`src/sprite_pkg.sv`:
```
/* Sprite renderer shared types
   Raster position, sync levels, colors and sprite placement */
`default_nettype none

package sprite_pkg;

    // Pixel currently being scanned
    typedef struct packed {
        logic [9:0] hcount;
        logic [9:0] vcount;
        logic       bright;
    } raster_pos_t;

    // Active-low sync levels
    typedef struct packed {
        logic hsync;
        logic vsync;
    } sync_t;

    typedef struct packed {
        logic [7:0] r;
        logic [7:0] g;
        logic [7:0] b;
    } rgb888_t;

    // Top-left corner of a sprite on screen
    typedef struct packed {
        logic [9:0] pos_x;
        logic [9:0] pos_y;
    } sprite_pos_t;

    // Magenta texels are see-through
    localparam logic [15:0] TRANSPARENT_RGB565 = 16'hF81F;

    localparam rgb888_t BG_COLOR = '{r: 8'h88, g: 8'hCC, b: 8'h88};

endpackage

`default_nettype wire

```
`src/raster_timing.sv`:
```
/* Raster timing generator
   Horizontal and vertical counters with sync pulses and active-area flag */
`timescale 1ns/1ns
`default_nettype none

module raster_timing #(
    parameter int H_ACTIVE = 640,
    parameter int H_FRONT  = 16,
    parameter int H_SYNC   = 96,
    parameter int H_BACK   = 48,
    parameter int V_ACTIVE = 480,
    parameter int V_FRONT  = 10,
    parameter int V_SYNC   = 2,
    parameter int V_BACK   = 33
) (
    input  wire                      pix_clk,
    input  wire                      rst,
    output sprite_pkg::raster_pos_t  pos,
    output sprite_pkg::sync_t        sync
);

    localparam int H_TOTAL = H_ACTIVE + H_FRONT + H_SYNC + H_BACK;
    localparam int V_TOTAL = V_ACTIVE + V_FRONT + V_SYNC + V_BACK;

    localparam int H_SYNC_START = H_ACTIVE + H_FRONT;
    localparam int V_SYNC_START = V_ACTIVE + V_FRONT;

    logic [9:0] h_next;
    logic [9:0] v_next;

    // Next scan position, wrapping at line and frame ends
    always_comb begin
        h_next = pos.hcount + 10'd1;
        v_next = pos.vcount;
        if (int'(pos.hcount) == H_TOTAL - 1) begin
            h_next = '0;
            if (int'(pos.vcount) == V_TOTAL - 1) begin
                v_next = '0;
            end else begin
                v_next = pos.vcount + 10'd1;
            end
        end
    end

    // Outputs are computed from the next position so all fields stay aligned
    always_ff @(posedge pix_clk) begin
        if (rst) begin
            pos.hcount <= '0;
            pos.vcount <= '0;
            // Pixel (0,0) lies inside the active area
            pos.bright <= 1'b1;
            sync       <= '1;
        end else begin
            pos.hcount <= h_next;
            pos.vcount <= v_next;
            pos.bright <= (int'(h_next) < H_ACTIVE) && (int'(v_next) < V_ACTIVE);
            sync.hsync <= !((int'(h_next) >= H_SYNC_START) &&
                            (int'(h_next) < H_SYNC_START + H_SYNC));
            sync.vsync <= !((int'(v_next) >= V_SYNC_START) &&
                            (int'(v_next) < V_SYNC_START + V_SYNC));
        end
    end

    a_hcount_range: assert property (
        @(posedge pix_clk) disable iff (rst) int'(pos.hcount) < H_TOTAL
    );

endmodule

`default_nettype wire

```
`config.mk`:
```
export PLATFORM = sky130hd
export DESIGN_NAME = raster_timing
export DESIGN_NICKNAME = d
export VERILOG_FILES = /design/src/sprite_pkg.sv /design/src/raster_timing.sv
export SDC_FILE = /design/constraint.sdc
export NUM_CORES = 1
export LEC_CHECK = 0
export BUFFER_PORTS_ARGS = -buffer_cell sky130_fd_sc_hd__clkbuf_2
export CAP_MARGIN = 15
export CORE_ASPECT_RATIO = 1.1
export CORE_MARGIN = 2
export CORE_UTILIZATION = 45
export DETAILED_ROUTE_END_ITERATION = 7
export PLACE_DENSITY = 0.66
export SLEW_MARGIN = 25
export SYNTH_ARGS = -nofsm -noshare
export SYNTH_HDL_FRONTEND = slang
export SYNTH_SLANG_ARGS = --single-unit
```
`constraint.sdc`:
```
create_clock -name pix_clk -period 3.2 [get_ports pix_clk]
set_input_delay 0 -clock pix_clk [delete_from_list [all_inputs] [get_ports pix_clk]]
set_output_delay 0 -clock pix_clk [all_outputs]
set_load 0.01 [all_outputs]
```
Yosys cells after proc, flatten, opt, wreduce, memory -nomap -nowiden
Cells that the tools add are included.

Input bits: 2. Register bits after elaboration: 23. Output and inout bits: 23.

Magnitude comparators: 6. Add/subtract/negate cells: 2. Reduce and logical (&&, ||, !) cells: 5. Equality and inequality tests: 2. Mux-type cells: 3.

Operators by type and width (number): $mux W10 (3); $add A10 B1 Y10 const B (2); $lt A10 B10 Y1 const B (2); $lt A10 B9 Y1 const B (2); $eq A10 B10 Y1 const B (1); $eq A10 B9 Y1 const B (1); $ge A10 B10 Y1 const B (1); $ge A10 B9 Y1 const B (1); $logic_and A1 B1 Y1 (3); $logic_not A1 Y1 (2).

Longest topological paths before layout
Word-level depth: 6. Depth in mapped cells: 7. Mapped depth without buffers: 6.

Worst setup path after synthesis
No wires, ideal clock.

Path type: flip-flop to flip-flop. Start: register pos[11] (netlist name). End: register sync[0] (netlist name). Stages on the path, launching flop included: 8. Data arrival time: 2.086 ns. Data required time: 3.060 ns. Buffers on the path: 1. Clock period less this slack: 2.227 ns. Slack: 0.973 ns. Cells stage by stage: dfxtp_1 -> ha_1 -> nand4_2 -> or3_1 -> buf_2 -> or4b_4 -> a211oi_2 -> o2111ai_1.

Word-level cells in the longest chain between the ends: 5. Elaborated cells on any way between the ends: 6. Those cells by class: order compare (2); eq/ne (1); mux (1); reduce/logical (2).

RTL lines: start: declaration (line raster_timing.sv:18) `output sprite_pkg::raster_pos_t pos,`; $eq A10 B9 Y1 (*) (line raster_timing.sv:35) `if (int'(pos.hcount) == H_TOTAL - 1) begin`; $mux W10 (*) (line raster_timing.sv:35); $ge A10 B9 Y1 / $lt A10 B9 Y1 (equally long branches) (line raster_timing.sv:59, raster_timing.sv:60); $logic_and A1 B1 Y1 (*) (line raster_timing.sv:59) `sync.vsync <= !((int'(v_next) >= V_SYNC_START) &&`; $logic_not A1 Y1 (*) (line raster_timing.sv:59); end: declaration (line raster_timing.sv:19) `output sprite_pkg::sync_t sync`.

Every way passes the cells marked *; elsewhere a longest branch is shown, timed or not. A chain may end at the register's enable or synchronous reset.

Worst setup path in the final report
Ends and elaborated chain as after synthesis.

==> flow_summary.json <==
{
  "timing.hold.ws_ns": 0.1713,
  "leakagePower_nw": 0.5066,
  "async_flop_share_pct": 0,
  "clk_latency_ns": 0.31,
  "htreeDepth": 1,
  "cts_root_buffer": "clkbuf_4",
  "cp_slowest_stage_delay_ns": 0.52,
  "synth_cells": 146,
  "die_w_um": 53.70,
  "ys_seq_area_share_pct": 37.67,
  "yosysTopAreaCellShare_pct": 37.67,
  "min_from": "rst",
  "ios": 25,
  "syn2layout_area_growth_pct": 13.92,
  "setup.worst_path.class": "flop to flop",
  "drt_iter0_drc": 25,
  "cts.repair.resized": 0,
  "hold_violations": 0,
  "port_buffers": 24,
  "cp.arrival_ns": 2.49,
  "cp.required_ns": 3.39,
  "clk_path_buf_depth": 2,
  "vias": 1105,
  "synth_area_per_cell_um2": 8.373,
  "synth_top_area_cell": "dfxtp_1",
  "ys_warn_count": 0,
  "timing.fmax_mhz": 433.7,
  "max_slew_margin_pct": 68.42,
  "dp_hpwl_mm": 1.974,
  "layout-drive-gt1-share_pct": 20.71,
  "synth-seq-cells": 23,
  "cellPowerDensity_nw_per_um2": 338.1,
  "ys_dominant_reg_cell": "dfxtp_1",
  "hold_path_depth": 2,
  "layout_min_cycle_time_ns": 2.306,
  "grt_start_max_net_pins": 25,
  "cts_hold_buf": 0,
  "grt.busiest_layer": "met2",
  "path_cells": "ha_1 > nand4_2 > or3_1 > or4b_4 > a211oi_2 > o2111ai_1",
  "antenna_cells": 0,
  "post_cts_buffers": 0,
  "grt_use_met1_pct": 23.92,
  "fin_crit_sh_pct": 72.06,
  "r2r_slack_ns": 0.89,
  "wl_per_cell_um": 13.41,
  "path_max_fanout": 7,
  "cpMaxStageDelayCell": "or4b_4",
  "tightestPinTransition_ns": 0.4694,
  "drv_cap": 0,
  "syn-num-nets": 151,
  "fillers": 240,
  "worst_hold_path_type": "input pin to flop",
  "grt_pass1_vias": 1011,
  "rows": 19,
  "cts.sinks": 23,
  "grt-ovfl-total": 0,
  "met3_usage_pct": 3.046,
  "ys_types": 43,
  "grt.total_usage_pct": 18.77,
  "ir_drop_v": 0.0002262,
  "rr_worst_depth": 6,
  "floorplan.initialDensity_pct": 48.06,
  "globalRouteMet2Util_pct": 32.58,
  "ant_nets": 0,
  "finalSetupTns_ns": 0,
  "critPathCaptureType": "flop",
  "die_y_um": 58.67,
  "synth_edf_count": 0,
  "r2r_start": "pos[11]",
  "drc_errors": 0,
  "via_per_inst": 5.525,
  "drt_first_pass_iters": 4,
  "core_area_um2": 2544,
  "clk_pin_slew_ns": 0.13,
  "cts_buffers": 3,
  "setup_viol": 0,
  "r2r_end": "sync[0]",
  "die_area_um2": 3150,
  "grt_pass1_wl_mm": 4.471,
  "grt_setup_unrepaired": "no",
  "status": "finished clean",
  "slew_violations": 0,
  "nets": 175,
  "cts_tree": "done",
  "hold_path_end": "pos[5]",
  "synth_area_um2": 1222,
  "startpoint_type": "flop",
  "routed_wl_mm": 2.682,
  "antenna_found_initial": 0,
  "gp_congestion": 0.9031,
  "synth.area.top_cells": "dfxtp_1 38%, nor2_1 7.4%, xnor2_1 4.3%, xor2_1 4.3%, nand3_1 3.7%",
  "fin_skew_ns": 0.009651
}
==> kinds of logic (layout without fill, tap and decap cells) <==
kind of cell / Yosys count / count (layout) / share of synthesized area, %
XOR/XNOR: 12 / 12 / 8.598
flip-flops: 23 / 23 / 37.67
adder cells (fa/ha/maj): 3 / 3 / 3.071
AND/OR/NAND/NOR: 72 / 72 / 31.94
buffers and inverters: 11 / 34 / 3.787
AO/OA/AOI/OAI: 25 / 25 / 14.95
==> metrics by stage <==
stage | setup WS, ns | total power, W | std cells | utilization, % | instance area [um2]
after global placement | 0.9844 | 0.0003438 | 196 | 53.66 | 1365
after global routing | 0.7593 | 0.0004962 | 200 | 54.75 | 1393
after floorplan | 0.9735 | 0.0003314 | 146 | - | 1222
after CTS | 0.8926 | 0.0004763 | 200 | 54.75 | 1393
final | 0.8942 | 0.0004708 | 200 | 54.75 | 1393
after detailed placement | 0.8956 | 0.0003448 | 196 | 53.66 | 1365
==> worst max-delay path, delay by kind of cell (launching register included) <==
| family | cells | cell delay [ns] |
|---|---|---|
| and+or+nand+nor | 3 | 1.19 |
| DFF | 1 | 0.41 |
| AOI/OAI and AO/OA | 2 | 0.35 |
| adders and majority gates | 1 | 0.24 |
==> cell usage after synthesis (all sizes together) (2+ instances only) <==
library cell / n
buf: 5
nor2b: 2
or3: 3
xnor2: 6
o21ai: 4
ha: 3
nand4: 3
a211o: 3
nand3: 9
inv: 4
dfxtp: 23
clkbuf: 2
nor2: 24
a21oi: 6
nand2b: 2
xor2: 6
nor3: 7
nand2: 11
==> worst max-delay path by stage <==
stage,slack [ns],startpoint,to
after global placement,0.98,pos[11],sync[0]
final,0.89,pos[11],sync[0]
after detailed placement,0.90,pos[11],sync[0]
after floorplan,0.97,pos[11],sync[0]
after CTS,0.89,pos[11],sync[0]
after global routing,0.76,pos[11],sync[0]
==> where the power goes <==
| group | total [W] | internal (W) | leakage, nW | switching (W) |
|---|---|---|---|---|
| Combinational | 0.0000352 | 0.0000150 | 0.303 | 0.0000202 |
| Clock | 0.000132 | 0.0000465 | 0.0177 | 0.0000859 |
| Sequential | 0.000303 | 0.000293 | 0.186 | 0.0000104 |
==> state kept, by name (all words and copies together), names as in the netlist <==
name  cells
sync      2
pos      21
==> metal layers <==
metal | part of all wire [%] | wire, um | vias up
met2 | 50 | 1333 | 32
met5 | 0 | 0 | -
met4 | 0.63 | 17 | 0
met1 | 45 | 1209 | 507
li1 | - | - | 564
met3 | 4.5 | 122 | 2
==> area by class of cell <==
cell class | instances | area (um2) | share of cell area [%]
Sequential cell | 23 | 460.4 | 33.06
Timing Repair Buffer | 26 | 135.1 | 9.704
Inverter | 4 | 15.01 | 1.078
Multi-Input combinational cell | 112 | 715.7 | 51.39
Clock inverter | 1 | 5.005 | 0.3594
Tap cell | 31 | 38.79 | 2.785
Clock buffer | 3 | 22.52 | 1.617
==> placed cells by master (no fill, tap or decap), types with 2 or more instances in the layout <==
cell,synthesis,routed
a211o_1,3,3
a21oi_1,6,6
buf_4,0,2
clkbuf_2,0,24
clkbuf_4,0,3
dfxtp_1,23,23
ha_1,3,3
inv_1,4,4
nand2_1,11,11
nand2b_1,2,2
nand3_1,9,9
nand4_1,2,2
nor2_1,24,24
nor2b_1,2,2
nor3_1,7,7
o21ai_0,4,4
or3_1,3,3
xnor2_1,6,6
xor2_1,6,6
Note: power is estimated with default switching activity, not from simulation.
