**src/sprite_fetch_arbiter.sv**
```systemverilog
/* Sprite fetch arbiter
   Fixed-priority grant of the single sprite RAM read port */
`timescale 1ns/1ns
`default_nettype none

module sprite_fetch_arbiter #(
    parameter int NUM_SPRITES = 2,
    parameter int ADDR_WIDTH  = 12
) (
    input  wire                                    pix_clk,
    input  wire                                    rst,
    input  wire [NUM_SPRITES-1:0]                  hit,
    input  wire [NUM_SPRITES-1:0][ADDR_WIDTH-1:0]  req_addr,
    input  wire                                    bright,
    output logic                                   rd_en,
    output logic [ADDR_WIDTH-1:0]                  rd_addr,
    output logic [NUM_SPRITES-1:0]                 data_valid,
    output logic                                   bright_d1
);

    logic [NUM_SPRITES-1:0] grant;

    // Walk from the top so the lowest hitting index wins
    always_comb begin
        grant   = '0;
        rd_addr = '0;
        for (int i = NUM_SPRITES - 1; i >= 0; i--) begin
            if (hit[i]) begin
                grant    = '0;
                grant[i] = 1'b1;
                rd_addr  = req_addr[i];
            end
        end
    end

    assign rd_en = |hit;

    // Grant lines up with the RAM read data one cycle later
    always_ff @(posedge pix_clk) begin
        if (rst) begin
            data_valid <= '0;
            bright_d1  <= 1'b0;
        end else begin
            data_valid <= grant;
            bright_d1  <= bright;
        end
    end

    a_valid_onehot: assert property (
        @(posedge pix_clk) disable iff (rst) $onehot0(data_valid)
    );

endmodule

`default_nettype wire

```
**config.mk**
```make
export PLATFORM = sky130hd
export DESIGN_NAME = sprite_fetch_arbiter
export DESIGN_NICKNAME = d
export VERILOG_FILES = /design/src/sprite_fetch_arbiter.sv
export SDC_FILE = /design/constraint.sdc
export NUM_CORES = 1
export LEC_CHECK = 0
export BUFFER_PORTS_ARGS = -buffer_cell sky130_fd_sc_hd__buf_4
export CORE_AREA = 2 2 39 41
export DETAILED_ROUTE_END_ITERATION = 6
export DIE_AREA = 0 0 41 43
export PLACE_DENSITY = 0.62
export SLEW_MARGIN = 40
export SYNTH_ARGS = -nofsm -noshare
export SYNTH_HDL_FRONTEND = slang
export SYNTH_SLANG_ARGS = --single-unit
```
**constraint.sdc**
```tcl
create_clock -name pix_clk -period 1.8 [get_ports pix_clk]
set_input_delay 0.54 -clock pix_clk [delete_from_list [all_inputs] [get_ports pix_clk]]
set_output_delay 0.54 -clock pix_clk [all_outputs]
set_load 0.02 [all_outputs]
```
; ---- Yosys cells after proc, flatten, opt, wreduce, memory -nomap -nowiden
; Cells that the tools add are included.
[totals]
regBits = 3
output_inout_bits = 16
inputBits = 29
[classes]
mux = 4
reduce_logical = 2
[op_table]
columns = operator, n
row1 = $mux W12, 2
row2 = $reduce_or A2 Y1, 2
row3 = $mux W2, 1
row4 = $mux W1, 1

; ---- Logic depth before layout (Yosys ltp)
; Gate-level depths: netlist of the first run.
[logic_depth]
word_depth = 2
ltp_mapped = 4
depth_no_buf = 2

; ---- Worst setup path before layout of the first run
; No wires, ideal clock.
[synth_path]
kind = in2out
from = input port hit[0]
to = output port rd_addr[10]
path_slack_ps = 112
required_ps = 1260
n_path_buf = 2
t_arrival_ps = 1148
path_stages = 3
path_cell_list = buf_6 -> buf_4 -> o21ai_1
[synth_via]
elab_chain_len = 1
[synth_lines]
columns = element, line_no
row1 = "start, declared", 12  ; input wire [NUM_SPRITES-1:0] hit,
row2 = $mux W12, 28  ; if (hit[i]) begin
row3 = "end, declared", 16  ; output logic [ADDR_WIDTH-1:0] rd_addr,
; Every way passes these cells.

; ---- Worst setup path in the final report of the first run
[layout_path]
from = input port hit[0]
to = output port rd_addr[7]
; The elaborated chain is that of the path after synthesis.

==> results of run 1 <==
## layout make-up
type	count	share of cell area (%)
Tap cell	16	3.23
Clock buffer	4	4.23
Timing Repair Buffer	47	56.9
Multi-Input combinational cell	22	26.0
Sequential cell	3	9.68
## logic make-up after synthesis
logic type	synth area share, %
AO/OA/AOI/OAI	40.2
buffers and inverters	12.4
flip-flops	24.7
AND/OR/NAND/NOR	22.7
## per-stage QoR
stage	std cells	hold WS [ns]	area (sq um)	power [W]	setup WS [ns]
CTS	90	0.471	604	0.000352	0.0312
global placement	86	0.718	578	0.000227	0.0413
global route	92	0.462	621	0.000378	0.0200
finish	92	0.478	621	0.000347	0.0597
floorplan	27	0.612	243	0.000143	0.112
detailed placement	86	0.718	578	0.000228	0.0323
## where the power goes
group | leakage, nW | internal [W] | switching, W | total [W]
sequential | 0.0249 | 0.0000701 | 0.000000829 | 0.0000710
clock | 0.0150 | 0.0000831 | 0.0000349 | 0.000118
combinational | 0.301 | 0.0000911 | 0.0000670 | 0.000158
total | 0.340 | 0.000244 | 0.000103 | 0.000347
## layout by cell type, fill, tap and decap left out
| cell | n |
|---|---|
| a22o_1 | 10 |
| and2b_1 | 1 |
| buf_4 | 47 |
| clkbuf_1 | 1 |
| clkbuf_4 | 3 |
| dfxtp_1 | 3 |
| nand2_1 | 4 |
| nor2b_1 | 2 |
| nor2b_2 | 1 |
| nor2b_4 | 1 |
| o21ai_1 | 2 |
| or2_2 | 1 |
## registers in the layout, summed over array words and instances, names as in the netlist
register and cells:
bright_d1 1, data_valid 2
## final timing paths
| check | end | cells after the start |
|---|---|---|
| setup / recovery | rd_addr[7] | 4 |
| hold / removal | data_valid[0] | 2 |
## per-layer routing
| metal | share of wire, % | global-route usage [%] | vias to the layer above |
|---|---|---|---|
| li1 | - | - | 199 |
| met1 | 36 | 9.52 | 171 |
| met2 | 50 | 18.8 | 28 |
| met3 | 14 | 6.81 | 0 |
| met4 | 0 | 0 | 0 |
| met5 | 0 | 0 | - |
## synthesized netlist by cell type
master,n,area (sq um)
nor2b_1,2,12.5
nand2_1,4,15.0
o21ai_1,2,10.0
nor2b_4,1,13.8
buf_4,1,7.51
buf_6,2,22.5
a22o_1,10,87.6
and2b_1,1,7.51
or2_2,1,6.26
dfxtp_1,3,60.1
## repair_timing
| item | in CTS | in global routing |
|---|---|---|
| setup endpoints to repair | 0 | 9 |
| resized for setup | 0 | 0 |
| hold endpoints to repair | 0 | 0 |
| setup buffers | 0 | 1 |
==> impl_results.md, run 1 <==
- Status: complete, no violations
- Post-synthesis sequential area ratio: 24.7%
- Core footprint: 0.00138 sq mm
- Tightest Hold Check Type: input port to flop
- Avg Cell Area, Syn: 8.99 sq um
- Slew Limit Fails: 0
- Sinks on Clock Net: 3
- CTS tree: yes
- PwrDens: 559 mW/mm^2
- DR iter-0 viols: 0
- CTS H-tree lvls: 1
- Lkg Pwr: 0.340 nW
- CP max stage delay: 0.20 ns
- Distinct cell type count after synthesis: 10
- Top delay family on crit path: buffers and inverters
- Critical Path Source Type: input port
- Crit path time final: 1.74 ns
- Post-Route Utilization: 44.8%
- Worst-margin pin slew: 0.225 ns
- Crit. Startpoint: hit[0]
- Clk slew on worst S/H paths: 0.04 ns
- Worst EP arrival: 1.20 ns
- Post-route antenna net violation count: 0
- CP most frequent cell: buf_4
- Final wirelength: 991 microns
- Gate Count Post-Synth: 27
- DRC Markers: 0
- Initial antenna violation count: 0
- CP Cell Sequence: buf_4, buf_4, a22o_1, buf_4
- Post-synthesis register bit count: 3
- Mapped Area: 243 sq um
- CTS Root Cell: clkbuf_4
- # fillers: 152
- Die W: 41 microns
- Num CTS Buffers: 3
- Max Cap Viol: 0
- CP Data Required Time: 1.26 ns
- Port Buf Inserts: 44
- Max Fclk: 575 MHz
- Headroom to the max-slew limit: 85.0%
- Fin crit share: 96.7%
- Die ar.: 0.00176 sq mm
- Warnings from Yosys: 0
- Grt ovf: 0
- Drt first pass iters: 1
- Final GP Congestion: 0.588
- Vias in the first global route: 320
- Largest net degree at the start of global routing: 12
- Diodes inserted: 0
- Maximum VDD drop: 0.000275 V
- Final hold viol count: 0
- Critical path class: input port to primary output
- Die H: 43 microns
- DR WL/cell: 10.8 microns
- Nets@finish: 106
- Crit path max fanout: 10
- First-pass GRT wire length: 1.25 mm
- Routed vias: 398
- Multi-input combinational cell area: 161 sq um
- P&R area growth vs syn: 156%
- Bufs and invs on worst path: 3
- RSZ-0062 raised after global routing: false
- Slowest-stage cell, CP: a22o_1
- Setup TNS: 0 ns
- Mapped Nets: 56
- HP Start: rst
- Num rows: 14
- Starting Density: 17.5%
- # IOs: 45
- Final setup viols: 0
- Post-CTS Hold Fix Bufs: 0
- GRT Util Overall: 10.3%
- FF+latch area: 60.1 sq um
- Via density: 4.33
- Share of post-route cells with drive strength above 1: 69.7%
- Clk buf depth: 2
- Crit end category: primary output
(Power assumes the default switching activity.)
==> run 2, diff against run 1 <==
Settings changed: ABC_AREA set to 1, PLACE_DENSITY 0.62 to 0.7.
==> run 2 against run 1 <==
Net effect:
- via count grew 23%
- critical path depth up 1
- wire length grew 2.7%
- power up 3.2%
- worst setup slack improved by 0.071 ns
- maximum frequency is 4.3% higher
- sequential share of layout area shrank 1.2 points
- synthesized area rose by 41%
- clock power about the same
- critical path type unchanged
- critical endpoint is now rd_addr[6]
- highest routed layer unchanged
==> impl_results.md, run 2 <==
- Gate power share: 47.5%
- Leading cell type in the layout, fill and taps excluded: buf_4
- Worst Setup EP: rd_addr[6]
- Die W: 41 microns
- CP Cell Sequence: buf_4, buf_4, nand3_2, nand2_2, buf_4
- Sinks on Clock Net: 3
- Port Buf Inserts: 44
- Crit path time final: 1.67 ns
- CTS tree: yes
- CTS Root Cell: clkbuf_4
- Switching share of total power: 32.6%
- P&R area growth vs syn: 107%
- Gate Count Post-Synth: 49
- Crit. Startpoint: hit[1]
- Clk slew on worst S/H paths: 0.04 ns
- Max Fclk: 599 MHz
- Post-synthesis sequential area ratio: 17.6%
- Post-Layout Cell Count: 112
- Worst EP arrival: 1.13 ns
- Number of synthesized flops with an enable pin: 0
- Critical Path Source Type: input port
- First-pass GRT wire length: 1.39 mm
- Cell type with the largest total area after synthesis: nand3_2
- Final wirelength: 1.02 mm
- Headroom to the max-slew limit: 87.8%
- Multi-input combinational cell area: 244 sq um
- DRC Markers: 0
- Grt ovf: 0
- Post-synth top area share: 26.4%
- Setup TNS: 0 ns
- Clock Power Share: 32.7%
- Worst-margin pin slew: 0.183 ns
- Nets@finish: 126
- Max Cap Viol: 0
- PnR Total Power: 0.000358 W
- Warnings from Yosys: 0
- Mapped Area: 342 sq um
- WP depth: 5
- GRT Util Overall: 11.1%
- Crit path max fanout: 9
- Top cells by area, synth: nand3_2 26%, nand2_2 18%, dfxtp_1 18%
- Placed insts: 108
- CP most frequent cell: buf_4
- Final setup viols: 0
- Core footprint: 0.00138 sq mm
- Routed vias: 488
- Post-route antenna net violation count: 0
- Status: complete, no violations
- Sequential Power Share: 19.8%
- Slew Limit Fails: 0
- Crit end category: primary output
- Final HPWL DP: 869 microns
- Tightest Hold Check Type: input port to flop
- Fin crit share: 92.7%
- Die H: 43 microns
- Biggest regs: data_valid x2, bright_d1 x1
- Final GP Congestion: 0.609
- Critical path class: input port to primary output
- Drt first pass iters: 2
- Bufs and invs on worst path: 3
- Maximum VDD drop: 0.000222 V
- Distinct cell type count after synthesis: 12
- Mapped Nets: 78
- FF+latch area: 60.1 sq um
- Most frequent cells after synthesis: 15 x nand2_1, 10 x nand2_2, 9 x nand3_2, 3 x dfxtp_1, 3 x nand3_1
- Starting Density: 24.7%
- Vias in the first global route: 401
- Clk buf depth: 2
- Num rows: 14
- Net Sw Power: 0.000117 W
- RSZ-0062 raised after global routing: false
- Final hold viol count: 0
- PwrDens: 507 mW/mm^2
- Internal: 0.000241 W
- Async SR Flop Fraction: 0%
- Hold Slack: 0.493 ns
- CP max stage delay: 0.19 ns
- Largest Register: data_valid
- Top-count cell post-synth: nand2_1
- Share of post-route cells with drive strength above 1: 74.0%
- DR WL/cell: 9.09 microns
- Slowest-stage cell, CP: buf_4
- # fillers: 142
- CTS H-tree lvls: 1
- Via density: 4.36
- Post-synthesis register bit count: 3
- Initial antenna violation count: 0
- Max FFs per register: 2
- Diodes inserted: 0
- # IOs: 45
- DR iter-0 viols: 1
- Top delay family on crit path: buffers and inverters
- Avg Cell Area, Syn: 6.97 sq um
- Largest net degree at the start of global routing: 15
- Lkg Pwr: 0.394 nW
- Num CTS Buffers: 3
- Die ar.: 0.00176 sq mm
- CP Data Required Time: 1.26 ns
- Commonest cells after routing, fill and taps aside: 46 x buf_4, 15 x nand2_1, 10 x nand2_2
- Top_reg_cell synth: dfxtp_1
==> run 2: routing by layer <==
metal	part of all wire, %	vias to the layer above	track usage (%)
li1	-	248	-
met1	33	213	10.5
met2	54	27	20.0
met3	12	0	4.19
met4	0	0	4.00
met5	0	-	0
==> run 2: cell type report <==
class | instances | area share [%]
Clock buffer | 4 | 3.72
Inverter | 2 | 1.42
Multi-Input combinational cell | 41 | 34.6
Sequential cell | 3 | 8.51
Tap cell | 16 | 2.84
Timing Repair Buffer | 46 | 48.9
==> run 2: cell families after synthesis <==
family,count (synthesis),synth area share [%]
flops,3,17.6
buf+inv,5,11.0
simple gates,41,71.4
==> run 2: power by group through the flow <==
stage	clock network (W)	logic (W)	registers, W
after floorplan	0	0.0000771	0.0000762
after global placement	0	0.000169	0.0000719
after detailed placement	0	0.000172	0.0000720
after CTS	0.000121	0.000172	0.0000710
after global routing	0.000129	0.000184	0.0000713
final	0.000117	0.000170	0.0000709
==> run 2: what timing repair did <==
| item | 4_1_cts | 5_1_grt |
|---|---|---|
| hold endpoints to repair | 0 | 0 |
| setup buffers | 0 | 0 |
| gates resized for setup | 0 | 2 |
| hold buffers | 0 | 0 |
| endpoints found under the setup margin | 0 | 9 |
==> run 2: worst min path at each step <==
stage	from	slack, ns	endpoint	cells after the start
floorplan	rst	0.61	data_valid[0]	1
global placement	rst	0.72	data_valid[0]	2
detailed placement	rst	0.73	data_valid[0]	2
CTS	rst	0.49	data_valid[0]	2
global route	rst	0.49	data_valid[0]	2
finish	rst	0.49	bright_d1	2
==> run 2: stage by stage <==
stage               instance area, sq um  setup slack, ns  util [%]
finish                               706            0.131      51.0
global route                         706           0.0721      51.0
CTS                                  703           0.0152      50.8
detailed placement                   677           0.0151      48.9
global placement                     677           0.0379      48.9
floorplan                            342            0.320         -
