<file path="src/sprite_pkg.sv">
/* Sprite renderer shared types
   Raster position, sync levels, colors and sprite placement */
`default_nettype none

package sprite_pkg;

    // Pixel currently being scanned
    typedef struct packed {
        logic [9:0] hcount;
        logic [9:0] vcount;
        logic       bright;
    } raster_pos_t;

    // Active-low sync levels
    typedef struct packed {
        logic hsync;
        logic vsync;
    } sync_t;

    typedef struct packed {
        logic [7:0] r;
        logic [7:0] g;
        logic [7:0] b;
    } rgb888_t;

    // Top-left corner of a sprite on screen
    typedef struct packed {
        logic [9:0] pos_x;
        logic [9:0] pos_y;
    } sprite_pos_t;

    // Magenta texels are see-through
    localparam logic [15:0] TRANSPARENT_RGB565 = 16'hF81F;

    localparam rgb888_t BG_COLOR = '{r: 8'h88, g: 8'hCC, b: 8'h88};

endpackage

`default_nettype wire

</file>
<file path="src/sprite_compositor.sv">
/* Sprite compositor
   Picks the opaque sprite color or background and registers it with the syncs */
`timescale 1ns/1ns
`default_nettype none

module sprite_compositor #(
    parameter int NUM_SPRITES = 2
) (
    input  wire                                         pix_clk,
    input  wire                                         rst,
    input  sprite_pkg::rgb888_t [NUM_SPRITES-1:0]       color,
    input  wire [NUM_SPRITES-1:0]                       opaque,
    input  sprite_pkg::sync_t                           sync_in,
    input  wire                                         bright_d1,
    output sprite_pkg::rgb888_t                         pixel,
    output sprite_pkg::sync_t                           sync_out,
    output logic                                        bright_out
);

    sprite_pkg::rgb888_t pixel_next;
    sprite_pkg::sync_t   sync_d1;

    // At most one sprite is opaque since only the granted one sees data
    always_comb begin
        pixel_next = sprite_pkg::BG_COLOR;
        for (int i = 0; i < NUM_SPRITES; i++) begin
            if (opaque[i]) begin
                pixel_next = color[i];
            end
        end
        if (!bright_d1) begin
            pixel_next = '0;
        end
    end

    always_ff @(posedge pix_clk) begin
        if (rst) begin
            pixel      <= '0;
            sync_d1    <= '1;
            sync_out   <= '1;
            bright_out <= 1'b0;
        end else begin
            pixel      <= pixel_next;
            // Two stages to match the fetch and output registers
            sync_d1    <= sync_in;
            sync_out   <= sync_d1;
            bright_out <= bright_d1;
        end
    end

endmodule

`default_nettype wire

</file>
<file path="config.mk">
export PLATFORM = sky130hd
export DESIGN_NAME = sprite_compositor
export DESIGN_NICKNAME = d
export VERILOG_FILES = /design/src/sprite_pkg.sv /design/src/sprite_compositor.sv
export SDC_FILE = /design/constraint.sdc
export NUM_CORES = 1
export LEC_CHECK = 0
export ABC_AREA = 1
export BUFFER_PORTS_ARGS = -buffer_cell sky130_fd_sc_hd__buf_2
export CORE_AREA = 2 2 58 60
export CTS_BUF_LIST = sky130_fd_sc_hd__clkbuf_4
export DETAILED_ROUTE_END_ITERATION = 8
export DIE_AREA = 0 0 60 62
export PLACE_DENSITY_LB_ADDON = 0.12
export SLEW_MARGIN = 10
export SYNTH_ARGS = -nofsm -noshare
export SYNTH_HDL_FRONTEND = slang
export SYNTH_SLANG_ARGS = --single-unit
</file>
<file path="constraint.sdc">
create_clock -name pix_clk -period 0.8 [get_ports pix_clk]
set_input_delay 0.04 -clock pix_clk [delete_from_list [all_inputs] [get_ports pix_clk]]
set_output_delay 0.04 -clock pix_clk [all_outputs]
set_load 0.01 [all_outputs]
</file>
# After elaboration in Yosys (flattened, before gate mapping)
# Index checks and enable logic that the tools add are counted.
[totals]
elab_cells = 12
in_bits = 55
out_inout_bits = 27
ff_bits = 29
[classes]
reduce_logical = 1
muxes = 2
bitwise_logic = 1
[ops]
columns = ["cell", "n"]
rows = [
  ["two-way mux 24 bit", 2],
  ["OR reduction 2 bit", 1],
  ["NOT 1 bit", 1],
]

# Logic depth before layout (Yosys ltp)
# Gate-level depths: netlist of run 1.
[depth]
ltp_word = 2
ltp_mapped = 5
depth_no_buf = 4

# Least setup slack after synthesis of run 1
# OpenSTA, ideal clock, no wires.
[synth_timing]
path_kind = "input-to-reg"
from = "input port opaque[1]"
to = "register pixel[10] (netlist bit)"
n_path_buf = 1
t_arrival_ns = 0.537
path_stages = 5
setup_slack_ns = 0.149
required_ns = 0.687
cell_sequence = "buf_2 -> inv_4 -> nand2_1 -> nor2_1 -> nor2_1"
[synth_between]
elab_chain_len = 1
[synth_rtl]
columns = ["item", "line", "rtl"]
rows = [
  ["start: declaration", "sprite_compositor.sv:12", "input wire [NUM_SPRITES-1:0] opaque,"],
  ["two-way mux 24 bit", "sprite_compositor.sv:27", "if (opaque[i]) begin"],
  ["end signal: assignment", "sprite_compositor.sv:43", "pixel <= pixel_next;"],
  ["end: declaration", "sprite_compositor.sv:15", "output sprite_pkg::rgb888_t pixel,"],
]
# No other way between the ends.
# A chain may end at the register's enable or synchronous reset.

# Worst setup path in the final report of run 1
[layout_timing]
from = "register pixel[21] (netlist bit)"
to = "output port pixel[21] (netlist bit)"
# No word-level cell between the ends.

==> results of run 1 <==
[logic make-up (layout without fill, tap and decap cells)]
family          Yosys count  count (layout)  synth area share [%]
compound gates           16              16                  10.7
buf+inv                  18             148                  8.42
flops                    29              29                  52.8
simple gates             70              70                  28.1
[area by class of cell]
class	instances	area [µm²]	area share (%)
Timing Repair Buffer	130	996	45.8
Sequential cell	29	601	27.6
Multi-Input combinational cell	86	427	19.6
Tap cell	46	57.6	2.65
Inverter	11	46.3	2.13
Clock buffer	6	45.0	2.07
Clock inverter	1	3.75	0.173
[what timing repair did]
action / 4_1_cts / 5_1_grt
endpoints found under the hold margin: 27 / 0
resized for setup: 6 / 27
hold buffers: 44 / 0
setup endpoints to repair: 21 / 27
[through the flow]
| stage | instances | setup slack (ns) | power [µW] | area, µm² | hold slack, ns |
|---|---|---|---|---|---|
| after floorplan | 133 | 0.149 | 1770 | 1100 | 0.133 |
| after global routing | 309 | -0.0457 | 3160 | 2180 | 0.0303 |
| after global placement | 258 | 0.0529 | 1990 | 1570 | 0.223 |
| after detailed placement | 258 | 0.0358 | 2000 | 1570 | 0.228 |
| final | 309 | 0.00419 | 3000 | 2180 | 0.0175 |
| after CTS | 309 | -0.0166 | 2980 | 2080 | 0.00185 |
[flip-flops by register name, summed over array words and instances, names as in the netlist]
signal      count
bright_out      1
sync_d1         2
pixel          24
sync_out        2
[per-layer routing]
metal | GRT usage (%) | vias to the layer above | part of all wire (%)
met5 | 0 | - | 0
met4 | 8.57 | 0 | 2.1
met3 | 6.63 | 8 | 6.2
met2 | 37.7 | 60 | 55
met1 | 18.4 | 574 | 36
li1 | - | 676 | -
[cell usage after synthesis]
library cell  number
a21oi_1            6
a21oi_2           10
buf_2              4
buf_4              2
buf_6              1
dfxtp_1           29
inv_1              9
inv_4              2
nand2_1           33
nand3_1           16
nor2_1            16
nor2_8             1
or2_1              4
[report_power, final]
group	total (µW)	switching [µW]	internal (µW)	leakage (µW)
combinational	656	268	388	0.000799
clock	806	454	352	0.0000292
sequential	1530	21.6	1510	0.000244
[cells in the final DEF (no fill, tap or decap), drive strengths merged]
cell,count
buf,86
dlygate4sd3,44
nand2,33
dfxtp,29
nor2,17
nand3,16
a21oi,16
inv,11
clkbuf,6
or2,4
clkinv,1
[worst paths after layout]
check,start,to,cells after the start
setup / recovery,pixel[21]$_SDFF_PP0_,pixel[21],1
hold / removal,color[39],pixel[15]$_SDFF_PP0_,5
setup reg to reg,sync_d1[1]$_SDFF_PP1_,sync_out[1]$_SDFF_PP1_,1
hold reg to reg,sync_d1[0]$_SDFF_PP1_,sync_out[0]$_SDFF_PP1_,1
==> impl_metrics.ini, run 1 <==
[status]
outcome = complete, no violations

[global_routing]
first_global_vias = 1302
grt_usage_pct = 19.4
gr-total-overflow = 0
grt_pass1_wl_mm = 5.28
grt_max_degree = 17
antenna_found_initial = 0

[setup_path]
endpoint_kind = output port
crit_path_start_kind = register
worstPathRequired_ns = 0.76
cp_slowest_stage_delay_ns = 0.33
critPathKind = register to output port
path_cells = buf_6
cp.arrival_ns = 0.76
cp_num_buf_inv = 1
crit_slowest_cell = dfxtp_2
worst-r2r-setup-slack_ns = 0.20
cp_max_fo = 1
cp_top_family = flip-flops

[flow_run]
drv_cap = 0

[placed_design]
hpwl_mm = 2.03
gp_congestion = 0.749
io_buffers = 81

[drt]
totalWireLength_mm = 3.51
first_pass_iters = 4
num_vias = 1318
drtAntennaViolNets = 0
drt-initial-drc-count = 52
vias_per_cell = 4.27
wire_per_inst_um = 11.4
drc = 0

[cts]
cts_sinks = 29
clock_tree.root_cell = clkbuf_4
postCtsSetupBuffers = 0
cts_buffer_depth = 2
cts_inserted_buffers = 5
clk_latency_ns = 0.31
cts.clk_slew.worst_paths_ns = 0.09
cts_tree = yes
htree_levels = 2

[sta]
max_freq_ghz = 1.26
skew_ns = 0.00268
period_share_pct = 99.5
final-setup-viol-count = 0
min_period_ns = 0.796
hold_violations = 0
relSlewSlack_pct = 81.4
slew_violations = 0
setup_tns_ns = 0
rsz0062_at_grt = yes
worstMarginPinSlew_ns = 0.278

[die]
rows = 21
dieHeight_um = 62
ioPinCount = 82
start_util_pct = 34.6
fp.dieW_um = 60
coreArea_mm2 = 0.00318
die_area_mm2 = 0.00372

[yosys]
syn_nets = 188
netlist_area_mm2 = 0.00110
ys_seq_elements = 29
avgSynthCellArea_um2 = 8.27
yosysSeqAreaShare_pct = 52.8
netlist_instances = 133
synth_cell_type_count = 13
ys_warn_count = 0
synth_area_leader_cell = dfxtp_1
synth.top_cell.area_share_pct = 52.8
synth_area_leaders = dfxtp_1, nand2_1, a21oi_2

[finish]
n_fill_cell = 260
drive_gt1_share_pct = 46.0
finalNetCount = 318
num_antenna_cells = 0
post-route-util_pct = 68.4
area_delta_synth_final_pct = 97.8

[power]
pwr_density_cell_mw_per_mm2 = 1380
ir_worst_vdd_v = 0.000819
static-leakage-power_uw = 0.00107

[hold_path]
hold_class = primary input to register
No activity file was read; power rests on OpenSTA's default activity.
==> inputs of run 2 (changes only) <==
Settings changed: RECOVER_POWER set to 50.
==> run 2 against run 1 <==
  * Utilization is 0.47 points lower
  * Global-route usage stayed put
  * Via count is 0.23% lower
  * Worst setup slack better by 0.0022 ns
  * Critical endpoint unchanged
  * Die area stayed put
  * Count of clock-buffer cells in the layout stayed put
  * Sequential share of layout area is 0.19 points higher
  * Largest power group unchanged
  * Sequential power hardly changed
  * Clock power hardly changed
  * Final area is 0.69% lower
==> impl_metrics.ini, run 2 (synthesis gave the netlist of run 1 again) <==
[status]
outcome = complete, no violations

[finish]
drive_gt1_share_pct = 44.5
fin_cells = 309
reg_top3 = pixel x24, sync_d1 x2, sync_out x2
mostFrequentLayoutCell = buf_2
most-common-layout-cells = buf_2, dlygate4sd3_1, nand2_1
finalNetCount = 318
num_antenna_cells = 0
largest_register = pixel
largest_reg_flops = 24
area_delta_synth_final_pct = 96.5

[global_routing]
grt_max_degree = 17
grt_pass1_wl_mm = 5.28
gr-total-overflow = 0
antenna_found_initial = 0
first_global_vias = 1302
grt_usage_pct = 19.4

[sta]
fin_ws_ns = 0.00641
hold_violations = 0
period_share_pct = 99.2
worstMarginPinSlew_ns = 0.276
final-setup-viol-count = 0
max_freq_ghz = 1.26
rsz0062_at_grt = yes
relSlewSlack_pct = 81.5
slew_violations = 0
min_period_ns = 0.794
skew_ns = 0.00264

[die]
dieHeight_um = 62
coreArea_mm2 = 0.00318
rows = 21
ioPinCount = 82
fp.dieW_um = 60
die_area_mm2 = 0.00372
start_util_pct = 34.6

[cts]
cts_sinks = 29
clk_latency_ns = 0.31
cts_buffer_depth = 2
cts_tree = yes
htree_levels = 2
cts_inserted_buffers = 5
postCtsSetupBuffers = 0
clock_tree.root_cell = clkbuf_4
cts.clk_slew.worst_paths_ns = 0.09

[setup_path]
cp_max_fo = 1
cp_top_family = flip-flops
critPathKind = register to output port
endpoint_kind = output port
cp_slowest_stage_delay_ns = 0.33
cp_num_buf_inv = 1
cp.arrival_ns = 0.75
path_cells = buf_6
crit_slowest_cell = dfxtp_2
crit_path_start_kind = register
worstPathRequired_ns = 0.76

[power]
pwr_density_cell_mw_per_mm2 = 1380
ir_worst_vdd_v = 0.000819
static-leakage-power_uw = 0.00107

[placed_design]
gp_congestion = 0.749
dp.cells = 258
place_ws_ns = 0.0358
hpwl_mm = 2.03
io_buffers = 81

[drt]
drc = 0
drtAntennaViolNets = 0
vias_per_cell = 4.26
drt-initial-drc-count = 47
wire_per_inst_um = 11.4
first_pass_iters = 4
totalWireLength_mm = 3.51
num_vias = 1315

[flow_run]
drv_cap = 0

[hold_path]
hold_class = primary input to register
## run 2: area by class of cell
class | instances | area, µm²
well taps | 46 | 57.6
repair buffers | 130 | 996
clock inverters | 1 | 3.75
inverters | 11 | 46.3
clock buffers | 6 | 45.0
flip-flops and latches | 29 | 601
fillers | 264 | 1020
multi-input cells | 86 | 412
## run 2: worst paths after layout
check / cells past startpoint / slack (ns) / to / start
worst max-delay path: 1 / 0.006 / pixel[21] / pixel[21]$_SDFF_PP0_
worst min-delay path: 5 / 0.02 / pixel[15]$_SDFF_PP0_ / color[39]
worst max register to register: 1 / 0.20 / sync_out[1]$_SDFF_PP1_ / sync_d1[1]$_SDFF_PP1_
worst min register to register: 1 / 0.41 / sync_out[0]$_SDFF_PP1_ / sync_d1[0]$_SDFF_PP1_
## run 2: repair_timing
action / CTS / global route
hold buffers: 44 / 0
resized for setup: 6 / 27
endpoints found under the setup margin: 21 / 27
endpoints found under the hold margin: 27 / 0
gates cloned: 0 / 0
## run 2: tightest hold or removal path, delay by kind of cell
| family | cells | cell delay, ns |
|---|---|---|
| AND/OR/NAND/NOR | 3 | 0.15 |
| buffers and inverters | 2 | 0.11 |
## run 2: through the flow
step | hold slack (ns) | total power [µW] | util [%] | setup TNS [ns] | area [µm²]
finish | 0.0193 | 2990 | 68.0 | 0 | 2160
detailed placement | 0.228 | 2000 | 49.3 | 0 | 1570
floorplan | 0.133 | 1770 | - | 0 | 1100
CTS | 0.00185 | 2980 | 65.4 | -0.170 | 2080
global route | 0.0303 | 3150 | 68.0 | -0.680 | 2160
global placement | 0.223 | 1990 | 49.3 | 0 | 1570
## run 2: routing by layer
metal	wire length [µm]	up-vias	share of wire, %	GRT usage, %
met5	0	-	0	0
met4	70	0	2.0	8.57
met3	228	8	6.5	6.63
met2	1930	60	55	37.7
met1	1280	572	36	18.4
li1	-	675	-	-
## run 2: report_power, final
part	switching (µW)	internal, µW
sequential	21.6	1510
clock	454	352
combinational	263	386
total	739	2250
==> inputs of run 3 (changes only) <==
Settings changed: RECOVER_POWER 50 to 25.
==> run 3 against run 2 <==
  * Worst setup slack lost 0.0027 ns
  * First-iteration DRC count grew 23%
  * Sequential power is essentially flat
  * Utilization grew 0.24 points
  * Sequential share of layout area shrank 0.096 points
  * Highest routed layer unchanged
  * Via count grew 0.84%
  * Register-to-register slack is essentially flat
  * Non-clock buffer count is the same
  * Sequential cell count is the same
  * Count of clock-buffer cells in the layout is the same
  * Combinational power grew 0.6%
==> impl_metrics.ini, run 3 (synthesis gave the netlist of run 1 again) <==
[global_routing]
grt_usage_pct = 19.4
grt_max_degree = 17
grt_util_met2_pct = 37.7
grt_pass1_wl_mm = 5.28
first_global_vias = 1302
grt-busiest-layer = met2
antenna_found_initial = 0
met1_usage_pct = 18.4
use_met3_pct = 6.63
gr-total-overflow = 0

[setup_path]
rr_startpoint = sync_d1[1]$_SDFF_PP1_
cp-startpoint = pixel[23]$_SDFF_PP0_
reg2reg_depth = 1
worst-r2r-setup-slack_ns = 0.21
cp_num_buf_inv = 1
cp_top_family = flip-flops
endpoint_kind = output port
crit_path_start_kind = register
path_cells = buf_6
r2r_end = sync_out[1]$_SDFF_PP1_
cp_max_fo = 1
critPathKind = register to output port
worstPathRequired_ns = 0.76
cp_slowest_stage_delay_ns = 0.33
crit_slowest_cell = dfxtp_2
cp.arrival_ns = 0.76

[sta]
skew_ns = 0.00515
min_period_ns = 0.796
setup_tns_ns = 0
max_freq_ghz = 1.26
hold_slack_ns = 0.0174
period_share_pct = 99.5
final-setup-viol-count = 0
rsz0062_at_grt = yes
slew_violations = 0
relSlewSlack_pct = 81.3
worstMarginPinSlew_ns = 0.279
hold_violations = 0

[finish]
largest_register = pixel
num_antenna_cells = 0
post-route-util_pct = 68.2
area_delta_synth_final_pct = 97.2
n_fill_cell = 262
drive_gt1_share_pct = 45.2
most-common-layout-cells = buf_2, dlygate4sd3_1, nand2_1
finalNetCount = 318
mostFrequentLayoutCell = buf_2
reg_top3 = pixel x24, sync_d1 x2, sync_out x2
largest_reg_flops = 24

[hold_path]
hold_class = primary input to register
min_from = color[39]
hold_path_depth = 5
holdPathEnd = pixel[15]$_SDFF_PP0_

[placed_design]
hpwl_mm = 2.03
gp_congestion = 0.749
io_buffers = 81

[drt]
totalWireLength_mm = 3.50
drc = 0
first_pass_iters = 4
wire_per_inst_um = 11.3
drt-initial-drc-count = 58
num_vias = 1326
drtAntennaViolNets = 0
vias_per_cell = 4.29

[die]
start_util_pct = 34.6
rows = 21
ioPinCount = 82
coreArea_mm2 = 0.00318
dieHeight_um = 62
fp.dieW_um = 60
die_area_mm2 = 0.00372

[cts]
htree_levels = 2
cts_inserted_buffers = 5
cts_sinks = 29
clock_tree.root_cell = clkbuf_4
cts_tree = yes
cts.clk_slew.worst_paths_ns = 0.09
cts_buffer_depth = 2
postCtsSetupBuffers = 0
clk_latency_ns = 0.31

[status]
outcome = complete, no violations

[power]
pwr_density_cell_mw_per_mm2 = 1380
finalPower_uw = 2990
static-leakage-power_uw = 0.00107
ir_worst_vdd_v = 0.000812

[flow_run]
drv_cap = 0
run 3: area by class of cell:
cell class	instances	area, µm²	share of cell area [%]
clock inverters	1	3.75	0.173
flip-flops and latches	29	601	27.7
inverters	11	46.3	2.14
clock buffers	6	45.0	2.08
multi-input cells	86	419	19.3
well taps	46	57.6	2.65
repair buffers	130	996	45.9
run 3: metal layers:
| metal | vias up | share of wire [%] |
|---|---|---|
| li1 | 675 | - |
| met1 | 570 | 35 |
| met2 | 70 | 55 |
| met3 | 11 | 7.3 |
| met4 | 0 | 2.3 |
| met5 | - | 0 |
run 3: timing repair:
item                                    4_1_cts  5_1_grt
resized for setup                             6       27
hold buffers                                 44        0
endpoints found under the setup margin       21       27
endpoints found under the hold margin        27        0
gates cloned                                  0        0
run 3: worst max-delay path by stage:
stage                            to  slack [ns]  cells past startpoint
6_report                  pixel[23]       0.004                      1
4_1_cts                   pixel[18]       -0.02                      1
3_5_place_dp    pixel[7]$_SDFF_PP0_        0.04                      5
2_1_floorplan  pixel[10]$_SDFF_PP0_        0.15                      5
3_3_place_gp   pixel[15]$_SDFF_PP0_        0.05                      5
5_1_grt                   pixel[13]       -0.05                      1
run 3: where the power goes:
part	total, µW	internal, µW	switching (µW)	leakage (µW)
clock network	807	352	455	0.0000292
logic	653	387	266	0.000799
registers	1530	1510	21.4	0.000244
total	2990	2250	742	0.00107
run 3: per-stage QoR:
stage | instances | setup slack [ns] | instance area [µm²]
global route | 309 | -0.0457 | 2170
detailed placement | 258 | 0.0358 | 1570
finish | 309 | 0.00372 | 2170
global placement | 258 | 0.0529 | 1570
CTS | 309 | -0.0166 | 2080
floorplan | 133 | 0.149 | 1100
